### src/design/cpu_settings.svh
// CPU ISA settings
// Fixed properties of the 16-bit load/store ISA shared by the
// pipeline control blocks. Register file size and the hardwired
// zero register live here.

`ifndef CPU_SETTINGS_SVH
`define CPU_SETTINGS_SVH

////////////////////
// Register file
////////////////////
`define REG_ADDR_WIDTH 4   // Bits in a register index
`define NUM_REGS       16  // Architectural registers
`define ZERO_REG       0   // Reads as zero and drops writes

`endif

### src/design/isaPkg.sv
// ISA types
// Register index type and the decoded control bundle that the
// decoder hands to pipeline control for the instruction in ID.

`include "cpu_settings.svh"

package isaPkg;

  // One-nibble register index
  typedef logic [`REG_ADDR_WIDTH-1:0] regIdT;

  // Hardwired zero register
  localparam regIdT ZeroReg = regIdT'(`ZERO_REG);

  ////////////////////
  // Decoded control of the ID instruction
  ////////////////////
  typedef struct packed {
    regIdT srcReg1;    // Rs
    regIdT srcReg2;    // Rt or SW store data
    regIdT destReg;    // Rd
    logic  regWrite;   // Writes Rd in WB
    logic  memEnable;  // Data memory access
    logic  memWrite;   // Store when set with memEnable
    logic  zEn;        // Updates Z flag
    logic  nvEn;       // Updates N and V flags
    logic  branch;     // Any branch
    logic  br;         // Register-target branch
    logic  halt;       // HLT
  } decodeCtrlT;

endpackage

### src/design/pipeCtrlPkg.sv
// Pipeline control types
// Per-stage control bundle, hazard strobes, forward selects and the
// halt drain state. Also the register-hit check shared by the hazard
// and forwarding logic.

package pipeCtrlPkg;

  import isaPkg::*;

  // Control state held in one pipeline register
  typedef struct packed {
    regIdT destReg;
    logic  regWrite;
    logic  memEnable;
    logic  memWrite;
    logic  zEn;
    logic  nvEn;
    logic  halt;
    regIdT srcReg1;  // Operand A source for forwarding
    regIdT srcReg2;  // Operand B / store data source
  } stageCtrlT;

  localparam stageCtrlT StageBubble = '0;  // NOP with all enables low

  typedef struct packed {
    logic pcStall;    // Hold PC
    logic ifIdStall;  // Hold IF/ID
    logic idFlush;    // Bubble into ID/EX
    logic ifFlush;    // Kill IF/ID word on redirect
  } hazardCtrlT;

  ////////////////////
  // Forward selects
  ////////////////////
  typedef logic [1:0] fwdSelT;
  localparam fwdSelT FwdRegFile = 2'd0;  // No forwarding
  localparam fwdSelT FwdExMem   = 2'd1;  // From EX/MEM
  localparam fwdSelT FwdMemWb   = 2'd2;  // From MEM/WB

  typedef enum logic [1:0] {hsRunning, hsDraining, hsHalted} haltStateT;

  // Stage writes register r other than the zero register
  function automatic logic writesReg(stageCtrlT s, regIdT r);
    return s.regWrite && (s.destReg != ZeroReg) && (s.destReg == r);
  endfunction

endpackage

### src/design/hazardDetect.sv
// Hazard detection
// Finds load-to-use, B and BR hazards for the instruction in ID and
// turns them into the stall and flush strobes of the front end.
// PC is also held while a halt drains down the pipe.

module hazardDetect import isaPkg::*, pipeCtrlPkg::*; (
  input  decodeCtrlT idCtrl,      // Instruction in ID
  input  stageCtrlT  exStage,     // ID/EX control
  input  stageCtrlT  memStage,    // EX/MEM control
  input  logic       updatePc,    // Redirect from branch resolution
  input  logic       haltActive,  // Halt drain under way
  output hazardCtrlT hazard
);

  logic exIsLoad;     // LW sitting in EX
  logic exDestLive;   // EX Rd is not the zero register
  logic loadUseHaz;
  logic exSetsFlags;  // EX will update condition codes
  logic bHaz;
  logic brInst;
  logic brExHaz;      // Rs written by EX
  logic brMemHaz;     // Rs written by MEM
  logic brHaz;
  logic anyHaz;

  ////////////////////
  // Load-to-use
  ////////////////////
  assign exIsLoad   = exStage.memEnable & ~exStage.memWrite;
  assign exDestLive = (exStage.destReg != ZeroReg);

  // Store data on Rt comes over the MEM-to-MEM path, so no stall there
  assign loadUseHaz = exIsLoad & exDestLive &
                      ((exStage.destReg == idCtrl.srcReg1) |
                       ((exStage.destReg == idCtrl.srcReg2) &
                        ~(idCtrl.memEnable & idCtrl.memWrite)));

  ////////////////////
  // Branches
  ////////////////////
  assign exSetsFlags = exStage.zEn | exStage.nvEn;
  assign bHaz        = idCtrl.branch & exSetsFlags;  // Flags not ready yet

  assign brInst   = idCtrl.branch & idCtrl.br;
  assign brExHaz  = writesReg(exStage, idCtrl.srcReg1);
  assign brMemHaz = writesReg(memStage, idCtrl.srcReg1);

  // BR resolves in ID, so target register must be settled too
  assign brHaz = brInst & (exSetsFlags | brExHaz | brMemHaz);

  assign anyHaz = loadUseHaz | bHaz | brHaz;

  ////////////////////
  // Stalls and flushes
  ////////////////////
  always_comb begin
    hazard.ifIdStall = anyHaz;                // Hold decode
    hazard.idFlush   = anyHaz;                // NOP into EX
    hazard.pcStall   = anyHaz | haltActive;   // No fetch past a halt
    hazard.ifFlush   = updatePc & ~anyHaz;    // Squash wrong-path fetch
  end

endmodule

### src/design/stageCtrlRegs.sv
// Stage control registers
// Control state of the ID/EX, EX/MEM and MEM/WB pipeline registers.
// A flush from hazard detection loads a bubble into ID/EX. A small
// FSM follows a halt from EX down to WB and then holds the core.

module stageCtrlRegs import isaPkg::*, pipeCtrlPkg::*; (
  input  logic       clk,
  input  logic       arstN,
  input  decodeCtrlT idCtrl,      // Decoded ID instruction
  input  logic       idFlush,     // Replace ID instruction by a NOP
  output stageCtrlT  exStage,     // ID/EX
  output stageCtrlT  memStage,    // EX/MEM
  output stageCtrlT  wbStage,     // MEM/WB
  output logic       haltActive,  // Drain or halted
  output logic       halted
);

  stageCtrlT idExNext;
  haltStateT haltState;
  haltStateT haltStateNext;

  // Keep only what later stages need
  function automatic stageCtrlT fromDecode(decodeCtrlT d);
    stageCtrlT s;
    s           = StageBubble;
    s.destReg   = d.destReg;
    s.regWrite  = d.regWrite;
    s.memEnable = d.memEnable;
    s.memWrite  = d.memWrite;
    s.zEn       = d.zEn;
    s.nvEn      = d.nvEn;
    s.halt      = d.halt;
    s.srcReg1   = d.srcReg1;
    s.srcReg2   = d.srcReg2;
    return s;
  endfunction

  assign idExNext = idFlush ? StageBubble : fromDecode(idCtrl);

  ////////////////////
  // Pipeline registers
  ////////////////////
  always_ff @(posedge clk or negedge arstN) begin
    if (!arstN) begin
      exStage  <= StageBubble;
      memStage <= StageBubble;
      wbStage  <= StageBubble;
    end else begin
      exStage  <= idExNext;
      memStage <= exStage;   // No back-pressure past ID
      wbStage  <= memStage;
    end
  end

  ////////////////////
  // Halt drain FSM
  ////////////////////
  always_comb begin
    haltStateNext = haltState;
    case (haltState)
      hsRunning:  if (exStage.halt) haltStateNext = hsDraining;   // Halt past ID
      hsDraining: if (memStage.halt) haltStateNext = hsHalted;    // Reaching WB
      hsHalted:   haltStateNext = hsHalted;                       // Until reset
      default:    haltStateNext = hsRunning;
    endcase
  end

  always_ff @(posedge clk or negedge arstN) begin
    if (!arstN) begin
      haltState <= hsRunning;
    end else begin
      haltState <= haltStateNext;
    end
  end

  assign haltActive = (haltState != hsRunning);
  assign halted     = (haltState == hsHalted);

  // Flushed slot shows up in EX without side effects
  assert property (@(posedge clk) disable iff (!arstN)
    idFlush |=> !exStage.regWrite && !exStage.memEnable)
    else $error("bubble in ID/EX carries regWrite or memEnable");

  // Halted is sticky
  assert property (@(posedge clk) disable iff (!arstN) halted |=> halted)
    else $error("halted dropped without reset");

  // Halt reaches WB on the same edge the FSM lands in halted
  assert property (@(posedge clk) disable iff (!arstN)
    $rose(halted) |-> wbStage.halt)
    else $error("halted raised before halt reached MEM/WB");

endmodule

### src/design/forwardUnit.sv
// Forwarding unit
// Picks the ALU operand sources for the instruction in EX and the
// store data source for a store in MEM. The nearer stage wins and
// the zero register never forwards.

`include "cpu_settings.svh"

module forwardUnit import isaPkg::*, pipeCtrlPkg::*; (
  input  stageCtrlT exStage,     // ID/EX operand consumer
  input  stageCtrlT memStage,    // EX/MEM nearest producer
  input  stageCtrlT wbStage,     // MEM/WB
  output fwdSelT    fwdA,        // Operand A source
  output fwdSelT    fwdB,        // Operand B source
  output logic      fwdMemData   // Store data from WB
);

  logic memIsStore;   // SW in MEM
  logic wbHitsData;   // WB writes the store data register

  // Register file must fill the index space
  if (`NUM_REGS != (1 << `REG_ADDR_WIDTH)) begin : gRegCountCheck
    $error("register count does not match register index width");
  end

  // Priority pick for one EX operand
  function automatic fwdSelT pickSource(regIdT src, stageCtrlT mem, stageCtrlT wb);
    fwdSelT sel;
    sel = FwdRegFile;
    if (writesReg(mem, src)) begin
      sel = FwdExMem;     // Most recent value
    end else if (writesReg(wb, src)) begin
      sel = FwdMemWb;
    end
    return sel;
  endfunction

  ////////////////////
  // EX operands
  ////////////////////
  assign fwdA = pickSource(exStage.srcReg1, memStage, wbStage);
  assign fwdB = pickSource(exStage.srcReg2, memStage, wbStage);

  ////////////////////
  // MEM-to-MEM
  ////////////////////
  assign memIsStore = memStage.memEnable & memStage.memWrite;
  assign wbHitsData = writesReg(wbStage, memStage.srcReg2);  // Load result into SW data
  assign fwdMemData = memIsStore & wbHitsData;

endmodule

### src/design/pipeControl.sv
// Pipeline control top
// Stage control registers, hazard detection and forwarding for the
// five-stage core. Takes the decoded ID instruction and the redirect
// strobe, returns stalls, flushes, forward selects and halted.

module pipeControl import isaPkg::*, pipeCtrlPkg::*; (
  input  logic       clk,
  input  logic       arstN,
  input  decodeCtrlT idCtrl,      // From decode
  input  logic       updatePc,    // From branch resolution
  output hazardCtrlT hazard,
  output fwdSelT     fwdA,
  output fwdSelT     fwdB,
  output logic       fwdMemData,
  output logic       halted
);

  stageCtrlT exStage;     // ID/EX
  stageCtrlT memStage;    // EX/MEM
  stageCtrlT wbStage;     // MEM/WB
  logic      haltActive;

  ////////////////////
  // Control pipe
  ////////////////////
  stageCtrlRegs stageCtrlRegs_inst (
    .clk        (clk),
    .arstN      (arstN),
    .idCtrl     (idCtrl),
    .idFlush    (hazard.idFlush),
    .exStage    (exStage),
    .memStage   (memStage),
    .wbStage    (wbStage),
    .haltActive (haltActive),
    .halted     (halted)
  );

  hazardDetect hazardDetect_inst (
    .idCtrl     (idCtrl),
    .exStage    (exStage),
    .memStage   (memStage),
    .updatePc   (updatePc),
    .haltActive (haltActive),
    .hazard     (hazard)
  );

  forwardUnit forwardUnit_inst (
    .exStage    (exStage),
    .memStage   (memStage),
    .wbStage    (wbStage),
    .fwdA       (fwdA),
    .fwdB       (fwdB),
    .fwdMemData (fwdMemData)
  );

endmodule

### config.mk
export PLATFORM = sky130hd
export DESIGN_NAME = pipeControl
export DESIGN_NICKNAME = d
export VERILOG_FILES = /design/src/design/isaPkg.sv /design/src/design/pipeCtrlPkg.sv /design/src/design/hazardDetect.sv /design/src/design/stageCtrlRegs.sv /design/src/design/forwardUnit.sv /design/src/design/pipeControl.sv
export VERILOG_INCLUDE_DIRS = /design/src /design/src/design
export SDC_FILE = /design/constraint.sdc
export NUM_CORES = 1
export LEC_CHECK = 0
export BUFFER_PORTS_ARGS = -buffer_cell sky130_fd_sc_hd__buf_2
export CORE_MARGIN = 2
export CORE_UTILIZATION = 44
export CTS_BUF_LIST = sky130_fd_sc_hd__clkbuf_4 sky130_fd_sc_hd__clkbuf_8
export DETAILED_ROUTE_END_ITERATION = 6
export PLACE_DENSITY = 0.72
export SKIP_LAST_GASP = 1
export SLEW_MARGIN = 25
export SYNTH_ARGS = -nofsm -noshare
export SYNTH_HDL_FRONTEND = slang
export SYNTH_SLANG_ARGS = --single-unit
### constraint.sdc
create_clock -name clk -period 1.9 [get_ports clk]
set_input_delay 0 -clock clk [delete_from_list [all_inputs] [get_ports clk]]
set_output_delay 0 -clock clk [all_outputs]
set_load 0.02 [all_outputs]
==> impl_metrics.toml, run 1 <==
[clocking]
clk_pin_slew_worst_paths_ps = 70
clockBufferDepth = 2
cts_buffers = 5
h-tree-depth = 2
cts_sinks = 37
cts_tree = "built"
clock_latency_ps = 290
cts_root_buf = "clkbuf_8"

[timing]
rsz0062_at_grt = "yes"
post-route-period-util = 1.01
fin_tns_setup_ps = -16.0
finalSetupViolations = 3
hold_viol = 0
slew_viol_final = 0
skew_ps = 5.46
relSlewSlack = 0.475
setup_ws_ps = -13.3
fmax_mhz = 523
worst_pin_slew_ps = 787
layout_min_cycle_time_ps = 1910
hold_slack_ps = 159

[pwr]
seq_power_share = 0.472
power_density_nw_per_um2 = 831
ir_worst_vdd_v = 0.000690
p_switching_uw = 621
p_int_mw = 1.43
clockPowerShare = 0.240
p_comb_frac = 0.288
power.switching_fraction = 0.303
p_leak_nw = 1.12

[logic_synthesis]
ys_seq_area_frac = 0.516
ys_types = 30
synth-compound-area-share = 0.0523
synth-simple-area-share = 0.189
syn_inst = 158
synth_top_family_by_area = "simple AND/OR/NAND/NOR gates"
muxShareOfSynthArea = 0.0125
synth.ff_latch_count = 37
yosys_warnings = 0
synth_fp_nets = 185
synthAdderAreaFrac = 0.0279
synth_area_um2 = 1800
avgSynthCellArea_um2 = 11.4
synthXorXnorAreaFrac = 0.146

[status]
violations = "setup timing"
outcome = "finished with violations"

[run]
cap_violations = 0

[route]
routed_wl_mm = 4.11
vias = 1400
viasPerCell = 5.04
wl_per_cell_um = 14.8
drt_iter0_markers = 38
drt-pass1-iter-count = 4
route.antenna.remaining_nets = 0
route.detailed.drc = 0

[setup_path]
slowest_delay_ps = 410
endpoint_kind = "output port"
arrival_ps = 1910
crit_chain = "nor3_2 -> or3_4 -> a2111oi_4 -> buf_4 -> or4_4 -> buf_6"
crit_required_ps = 1900
slowest_stage = "dfrtp_2"
path_class = "flip-flop to output port"
crit_family = "simple AND/OR/NAND/NOR gates"
start_kind = "flip-flop"
critical_path_buf_inv_count = 2
critPathMaxFanout = 4

[floorplan]
design.core.area_um2 = 3970
dieHeight_um = 67.9
die_w_um = 67.9
dieArea_um2 = 4610
pin_count = 33
initial_core_util = 0.452
num_rows = 23

[grt]
antenna_found_initial = 0
grt_pass1_wl_mm = 6.73
grt_util_all_layers = 0.207
grt_pass1_vias = 1442
grt_start_max_net_pins = 38
grt.overflow.total = 0

[placed_design]
dp_slack_ps = 44.6
placedCellCount = 243
io_buffers = 32
dpl.hpwl_mm = 2.75
gp_congestion = 0.867

[final_layout]
instances_no_fill = 278
fin_util = 0.620
fin_nets = 256
syn2layout_area_growth_pct = 37.2
drive_gt1_frac = 0.342
diodes = 0

[min_path]
hold_path.class = "input pin to flip-flop"
-- state kept, by name, indices dropped and copies added (netlist names) --
signal                        cells
stageCtrlRegs_inst.wbStage        5
stageCtrlRegs_inst.memStage      12
stageCtrlRegs_inst.exStage       18
stageCtrlRegs_inst.haltState      2
-- cells in the mapped netlist, drive strengths merged --
master   instances  area [µm²]
o22ai            1        6.26
inv              4        15.0
or4              1        7.51
a31oi            1        6.26
ha               4        50.1
nor3             5        30.0
xor2             2        17.5
nand4            4        25.0
o21ai            1        5.00
dfrtp           37         926
or3              2        17.5
nor2b            1        6.26
nand3            6        30.0
buf              8        78.8
a211oi           1        12.5
nor4            19         119
nand2           23        86.3
mux2             2        22.5
xnor2           28         245
clkbuf           2        7.51
o41ai            2        36.3
nor2             2        7.51
a2111oi          1        27.5
or4b             1        10.0
-- cell type report --
| class | count | area (µm²) |
|---|---|---|
| fillers | 327 | 1510 |
| flip-flops and latches | 37 | 927 |
| multi-input cells | 107 | 833 |
| repair buffers | 74 | 552 |
| clock buffers | 5 | 68.8 |
| well taps | 50 | 62.6 |
| inverters | 4 | 15.0 |
| clock inverters | 1 | 5.00 |
-- metrics by stage --
| stage | total power [mW] | cell area (µm²) |
|---|---|---|
| after floorplan | 1.32 | 1800 |
| after global placement | 1.46 | 2030 |
| after detailed placement | 1.48 | 2030 |
| after CTS | 2.05 | 2410 |
| after global routing | 2.17 | 2460 |
| final | 2.05 | 2460 |
-- worst paths after layout --
check	startpoint	endpoint	slack (ps)	cells past startpoint
setup / recovery	stageCtrlRegs_inst.exStage[15]$_DFF_PN0_	hazard[3]	-10	6
hold / removal	idCtrl[2]	stageCtrlRegs_inst.exStage[0]$_DFF_PN0_	160	4
setup reg to reg	stageCtrlRegs_inst.memStage[16]$_DFF_PN0_	stageCtrlRegs_inst.exStage[16]$_DFF_PN0_	50	6
hold reg to reg	stageCtrlRegs_inst.exStage[12]$_DFF_PN0_	stageCtrlRegs_inst.memStage[12]$_DFF_PN0_	370	0
max in group asynchronous	arstN	stageCtrlRegs_inst.exStage[15]$_DFF_PN0_	1020	2
min in group asynchronous	arstN	stageCtrlRegs_inst.memStage[1]$_DFF_PN0_	330	2
-- cell families (layout without fill, tap and decap cells) --
kind of cell | after synthesis | count (layout)
AO/OA/AOI/OAI | 7 | 7
buffers and inverters | 14 | 84
adder cells (fa/ha/maj) | 4 | 4
AND/OR/NAND/NOR | 64 | 64
XOR/XNOR | 30 | 30
multiplexers | 2 | 2
flip-flops | 37 | 37
-- power groups by stage --
stage / Combinational, mW / Sequential (mW) / Clock [mW]
after floorplan: 0.353 / 0.964 / 0
final: 0.589 / 0.967 / 0.492
after global placement: 0.483 / 0.975 / 0
after CTS: 0.580 / 0.966 / 0.503
after detailed placement: 0.496 / 0.981 / 0
after global routing: 0.654 / 0.979 / 0.534
-- cell usage in the layout (no fill, tap or decap), types with 3 or more instances in the layout --
| cell | n |
|---|---|
| dfrtp_1 | 36 |
| xnor2_1 | 28 |
| buf_2 | 28 |
| nand2_1 | 23 |
| buf_4 | 22 |
| dlygate4sd3_1 | 19 |
| nor4_1 | 16 |
| nand3_1 | 6 |
| clkbuf_8 | 5 |
| buf_6 | 5 |
| inv_1 | 4 |
| nand4_1 | 4 |
| ha_1 | 4 |
| nor4_2 | 3 |
-- tightest hold or removal path: stages --
cell and delay [ps]:
buf_2 110, o21ai_1 140, nand2_1 110, nor4_2 40
-- routing by layer --
layer / track usage / wire [µm]
met5: 0 / 0
met4: 0.0825 / 88
met3: 0.0510 / 166
met2: 0.359 / 2130
met1: 0.248 / 1720
-- repair_timing --
action	in CTS	in global routing
gates cloned	0	0
pin swaps	8	1
resized for setup	11	10
buffers inserted	9	1
hold buffers	19	0
endpoints found under the setup margin	4	16
endpoints found under the hold margin	55	0
Power figures use the tool's default switching activity.
==> run 2: changes to the inputs <==
CORE_UTILIZATION = 57   (was 44)
PLACE_DENSITY = 0.87   (was 0.72)
==> impl_metrics.toml, run 2 (synthesized netlist as in run 1, its figures left out) <==
[setup_path]
r2r-start = "stageCtrlRegs_inst.exStage[15]$_DFF_PN0_"
critPathMaxFanout = 3
crit_required_ps = 1900
start_kind = "flip-flop"
r2r_cells = 6
critPathCapture = "hazard[2]"
slowest_delay_ps = 520
path_class = "flip-flop to output port"
crit_start = "stageCtrlRegs_inst.memStage[16]$_DFF_PN0_"
r2r_slack_ps = 110
crit_chain = "o41ai_4 -> nor3_2 -> or4b_1 -> buf_2"
arrival_ps = 1990
endpoint_kind = "output port"
r2r_end = "stageCtrlRegs_inst.exStage[10]$_DFF_PN0_"
slowest_stage = "or4b_1"

[timing]
fmax_mhz = 503
post-route-period-util = 1.05
hold_viol = 0
rsz0062_at_grt = "yes"
slew_viol_final = 0
relSlewSlack = 0.483
hold_slack_ps = 194
skew_ps = 9.08
worst_pin_slew_ps = 776
setup_ws_ps = -88.9
finalSetupViolations = 4
layout_min_cycle_time_ps = 1990

[pwr]
ir_worst_vdd_v = 0.000604
power.switching_fraction = 0.322
power.total_mw = 1.95
p_switching_uw = 628
p_leak_nw = 1.04
clockPowerShare = 0.210
p_int_mw = 1.32
seq_power_share = 0.497
power_density_nw_per_um2 = 846
p_comb_frac = 0.293

[route]
viasPerCell = 5.32
vias = 1409
drt-pass1-iter-count = 4
route.antenna.remaining_nets = 0
drt_iter0_markers = 52
route.detailed.drc = 0
routed_wl_mm = 4.20
wl_per_cell_um = 15.8

[grt]
top_usage_layer = "met2"
grt.overflow.total = 0
grt_start_max_net_pins = 38
antenna_found_initial = 0
grtUsageMet2 = 0.466
grt_pass1_wl_mm = 6.82
grt_pass1_vias = 1487
grt_util_all_layers = 0.268
use_met1 = 0.297
grt_use_met3 = 0.0844

[final_layout]
fin_util = 0.762
final_cell_mix = "33 x dfrtp_1, 31 x buf_2, 28 x xnor2_1"
top_regs = "stageCtrlRegs_inst.exStage (18), stageCtrlRegs_inst.memStage (12), stageCtrlRegs_inst.wbStage (5)"
regArea_um2 = 931
multi_input_area_um2 = 781
fillCellCount = 187
largest_register = "stageCtrlRegs_inst.exStage"
largest_reg_flops = 18
fin_nets = 247
syn2layout_area_growth_pct = 28.4
drive_gt1_frac = 0.303
layout_commonest_cell = "dfrtp_1"
diodes = 0

[run]
cap_violations = 0

[status]
outcome = "finished with violations"
violations = "setup timing"

[floorplan]
initial_core_util = 0.593
dieHeight_um = 60.1
die_w_um = 60.1
design.core.area_um2 = 3030
num_rows = 20
dieArea_um2 = 3620
pin_count = 33

[clocking]
cts_sinks = 37
clk_pin_slew_worst_paths_ps = 110
cts_tree = "built"
clock_latency_ps = 340
cts_root_buf = "clkbuf_4"
cts_buffers = 5
h-tree-depth = 2
clockBufferDepth = 2

[placed_design]
gp_congestion = 0.784
io_buffers = 32
dpl.hpwl_mm = 2.79
dp_slack_ps = 174

[min_path]
hold_path.class = "input pin to flip-flop"
[run 2: changes by cell type in the layout (fill, tap and decap cells not counted), moves of 2 or more]
| cell | previous run | this run |
|---|---|---|
| nor4_1 | 16 | 19 |
| dfrtp_2 | 1 | 4 |
| buf_6 | 5 | 3 |
| dfrtp_1 | 36 | 33 |
| buf_2 | 28 | 31 |
| buf_4 | 22 | 12 |
| clkbuf_8 | 5 | 0 |
| clkbuf_4 | 0 | 6 |
| nor4_2 | 3 | 0 |
[run 2: final cells by class]
cell class,count,share of cell area
Sequential cell,37,0.404
Multi-Input combinational cell,107,0.339
Timing Repair Buffer,65,0.203
Tap cell,44,0.0239
Clock buffer,6,0.0195
Inverter,4,0.00651
Clock inverter,2,0.00434
[run 2: through the flow]
stage / cell area, µm² / TNS, ps / instances
6_report: 2310 / -302 / 265
5_1_grt: 2310 / -680 / 265
4_1_cts: 2300 / -312 / 265
3_5_place_dp: 1970 / 0 / 230
3_3_place_gp: 1970 / 0 / 230
2_1_floorplan: 1800 / 0 / 158
[run 2: worst max-delay path, delay by kind of cell, from the launching register on]
| kind | cells | cell delay (ps) |
|---|---|---|
| AO/OA/AOI/OAI | 1 | 390 |
| buffers and inverters | 1 | 180 |
| flip-flops | 1 | 450 |
| AND/OR/NAND/NOR | 2 | 620 |
[run 2: worst min-delay path by stage]
stage	startpoint	to	cells after the start
after floorplan	arstN	stageCtrlRegs_inst.exStage[0]$_DFF_PN0_	0
after global placement	arstN	stageCtrlRegs_inst.haltState[0]$_DFFE_PN0P_	1
after detailed placement	arstN	stageCtrlRegs_inst.wbStage[14]$_DFF_PN0_	1
after CTS	idCtrl[2]	stageCtrlRegs_inst.exStage[4]$_DFF_PN0_	5
after global routing	idCtrl[2]	stageCtrlRegs_inst.exStage[4]$_DFF_PN0_	5
final	idCtrl[2]	stageCtrlRegs_inst.exStage[4]$_DFF_PN0_	5
[run 2: per-layer routing]
metal,vias to the layer above,share of wire
met5,-,0
met4,0,0.031
met3,12,0.054
met2,57,0.54
met1,669,0.38
li1,671,-
[run 2: timing repair]
item / in CTS / in global routing
pin swaps: 3 / 0
setup endpoints to repair: 4 / 4
gates resized for setup: 9 / 1
setup buffers: 8 / 0
hold buffers: 19 / 0
hold endpoints to repair: 55 / 0
[run 2: power by group through the flow]
stage | sequential [mW] | combinational, mW | clock [mW]
floorplan | 0.964 | 0.353 | 0
global placement | 0.980 | 0.444 | 0
detailed placement | 0.990 | 0.488 | 0
CTS | 0.969 | 0.570 | 0.412
global route | 0.981 | 0.628 | 0.448
finish | 0.970 | 0.571 | 0.410
==> run 3: changes to the inputs <==
CORE_MARGIN = 10   (was 2)
HOLD_SLACK_MARGIN = 0.15   (was default)
==> impl_metrics.toml, run 3 (synthesized netlist as in run 1, its figures left out) <==
[status]
outcome = "finished with violations"
violations = "setup timing"

[grt]
grt_start_max_net_pins = 38
antenna_found_initial = 0
grt.overflow.total = 0
grt_pass1_wl_mm = 7.27
grt_util_all_layers = 0.150
grt_pass1_vias = 1553

[clocking]
cts_root_buf = "clkbuf_4"
clk_pin_slew_worst_paths_ps = 110
h-tree-depth = 2
clock_latency_ps = 350
cts_sinks = 37
cts_buffers = 5
clockBufferDepth = 2
cts_tree = "built"

[pwr]
power.total_mw = 2.09
p_switching_uw = 669
clockPowerShare = 0.228
power_density_nw_per_um2 = 814
ir_worst_vdd_v = 0.000621
p_comb_frac = 0.303
seq_power_share = 0.469
power.switching_fraction = 0.321
p_int_mw = 1.42
p_leak_nw = 1.17

[timing]
worst_pin_slew_ps = 801
relSlewSlack = 0.466
fmax_mhz = 474
rsz0062_at_grt = "yes"
layout_min_cycle_time_ps = 2110
hold_viol = 0
skew_ps = 6.10
post-route-period-util = 1.11
finalSetupViolations = 6
slew_viol_final = 0
setup_ws_ps = -211

[floorplan]
num_rows = 20
design.core.area_um2 = 3030
initial_core_util = 0.593
dieArea_um2 = 5800
pin_count = 33
die_w_um = 76.1
dieHeight_um = 76.1

[final_layout]
final_area_um2 = 2560
layout_commonest_cell = "dfrtp_1"
fin_util = 0.847
largest_register = "stageCtrlRegs_inst.exStage"
final_cell_mix = "31 x dfrtp_1, 27 x buf_2, 24 x xnor2_1, 24 x buf_4, 23 x nand2_1"
top_regs = "stageCtrlRegs_inst.exStage (18), stageCtrlRegs_inst.memStage (12), stageCtrlRegs_inst.wbStage (5)"
fin_nets = 260
diodes = 0
largest_reg_flops = 18
fillCellCount = 139
syn2layout_area_growth_pct = 42.8
drive_gt1_frac = 0.389

[setup_path]
r2r_cells = 8
endpoint_kind = "output port"
path_class = "flip-flop to output port"
r2r_slack_ps = -40
r2r-start = "stageCtrlRegs_inst.exStage[15]$_DFF_PN0_"
start_kind = "flip-flop"
arrival_ps = 2110
crit_required_ps = 1900
r2r_end = "stageCtrlRegs_inst.exStage[2]$_DFF_PN0_"
critPathMaxFanout = 3

[placed_design]
dpl.hpwl_mm = 2.89
gp_congestion = 0.796
dpl-instance-area_um2 = 1980
io_buffers = 32

[run]
cap_violations = 0

[route]
drt_iter0_markers = 97
drt-pass1-iter-count = 4
viasPerCell = 5.54
routed_wl_mm = 5.14
route.antenna.remaining_nets = 0
vias = 1541
wl_per_cell_um = 18.5
route.detailed.drc = 0

[min_path]
hold_path.class = "input pin to flip-flop"
min_from = "idCtrl[2]"
min_to = "stageCtrlRegs_inst.exStage[16]$_DFF_PN0_"
hold_depth = 5
==> run 3: layer usage <==
metal,share of wire,up-vias,wire length [µm],GRT usage
met5,0,-,0,0
met3,0.062,13,319,0.0578
met1,0.37,755,1900,0.151
li1,-,702,-,-
met4,0.019,0,99,0.0520
met2,0.55,71,2810,0.275
==> run 3: final cells by class <==
| type | count | area (µm²) | share of cell area |
|---|---|---|---|
| multi-input cells | 107 | 886 | 0.346 |
| inverters | 4 | 15.0 | 0.00586 |
| clock buffers | 7 | 65.1 | 0.0254 |
| flip-flops and latches | 37 | 933 | 0.364 |
| well taps | 44 | 55.1 | 0.0215 |
| repair buffers | 78 | 604 | 0.236 |
| clock inverters | 1 | 5.00 | 0.00195 |
==> run 3: what timing repair did <==
| action | in CTS | in global routing |
|---|---|---|
| setup buffers | 10 | 12 |
| gates cloned | 0 | 0 |
| hold buffers | 19 | 0 |
| pin swaps | 6 | 8 |
| gates resized for setup | 11 | 24 |
| setup endpoints to repair | 4 | 14 |
| hold endpoints to repair | 55 | 0 |
==> run 3: worst max path at each step <==
stage                                                    startpoint   endpoint  slack [ps]  depth (start not counted)
final                      stageCtrlRegs_inst.exStage[15]$_DFF_PN0_  hazard[3]        -210                          6
after global routing       stageCtrlRegs_inst.exStage[15]$_DFF_PN0_  hazard[3]        -280                          6
after CTS                  stageCtrlRegs_inst.exStage[17]$_DFF_PN0_  hazard[1]        -130                          6
after detailed placement  stageCtrlRegs_inst.memStage[14]$_DFF_PN0_  hazard[1]         130                          4
after global placement    stageCtrlRegs_inst.memStage[14]$_DFF_PN0_  hazard[1]         190                          4
after floorplan           stageCtrlRegs_inst.memStage[14]$_DFF_PN0_  hazard[0]          90                          4
==> run 3: worst max-delay path, stage by stage (launching register included) <==
cell and delay [ps]:
dfrtp_2 470, nor3_4 260, or3_4 170, a2111oi_4 60, buf_4 160, or4_1 490
buf_6 150
==> run 3: through the flow <==
step                setup WS, ps  instances  hold slack, ps  setup TNS, ps
global placement             186        230             108              0
CTS                         -133        267             186           -473
detailed placement           130        230             118              0
finish                      -211        278             241           -764
floorplan                   95.0        158            -296              0
global route                -277        278             260          -1520
==> run 3: power groups by stage <==
stage               Sequential, mW  Combinational [mW]  Clock (mW)
global placement             0.979               0.448           0
finish                       0.978               0.632       0.476
CTS                          0.968               0.566       0.481
detailed placement           0.989               0.484           0
floorplan                    0.964               0.353           0
global route                 0.991               0.689       0.510
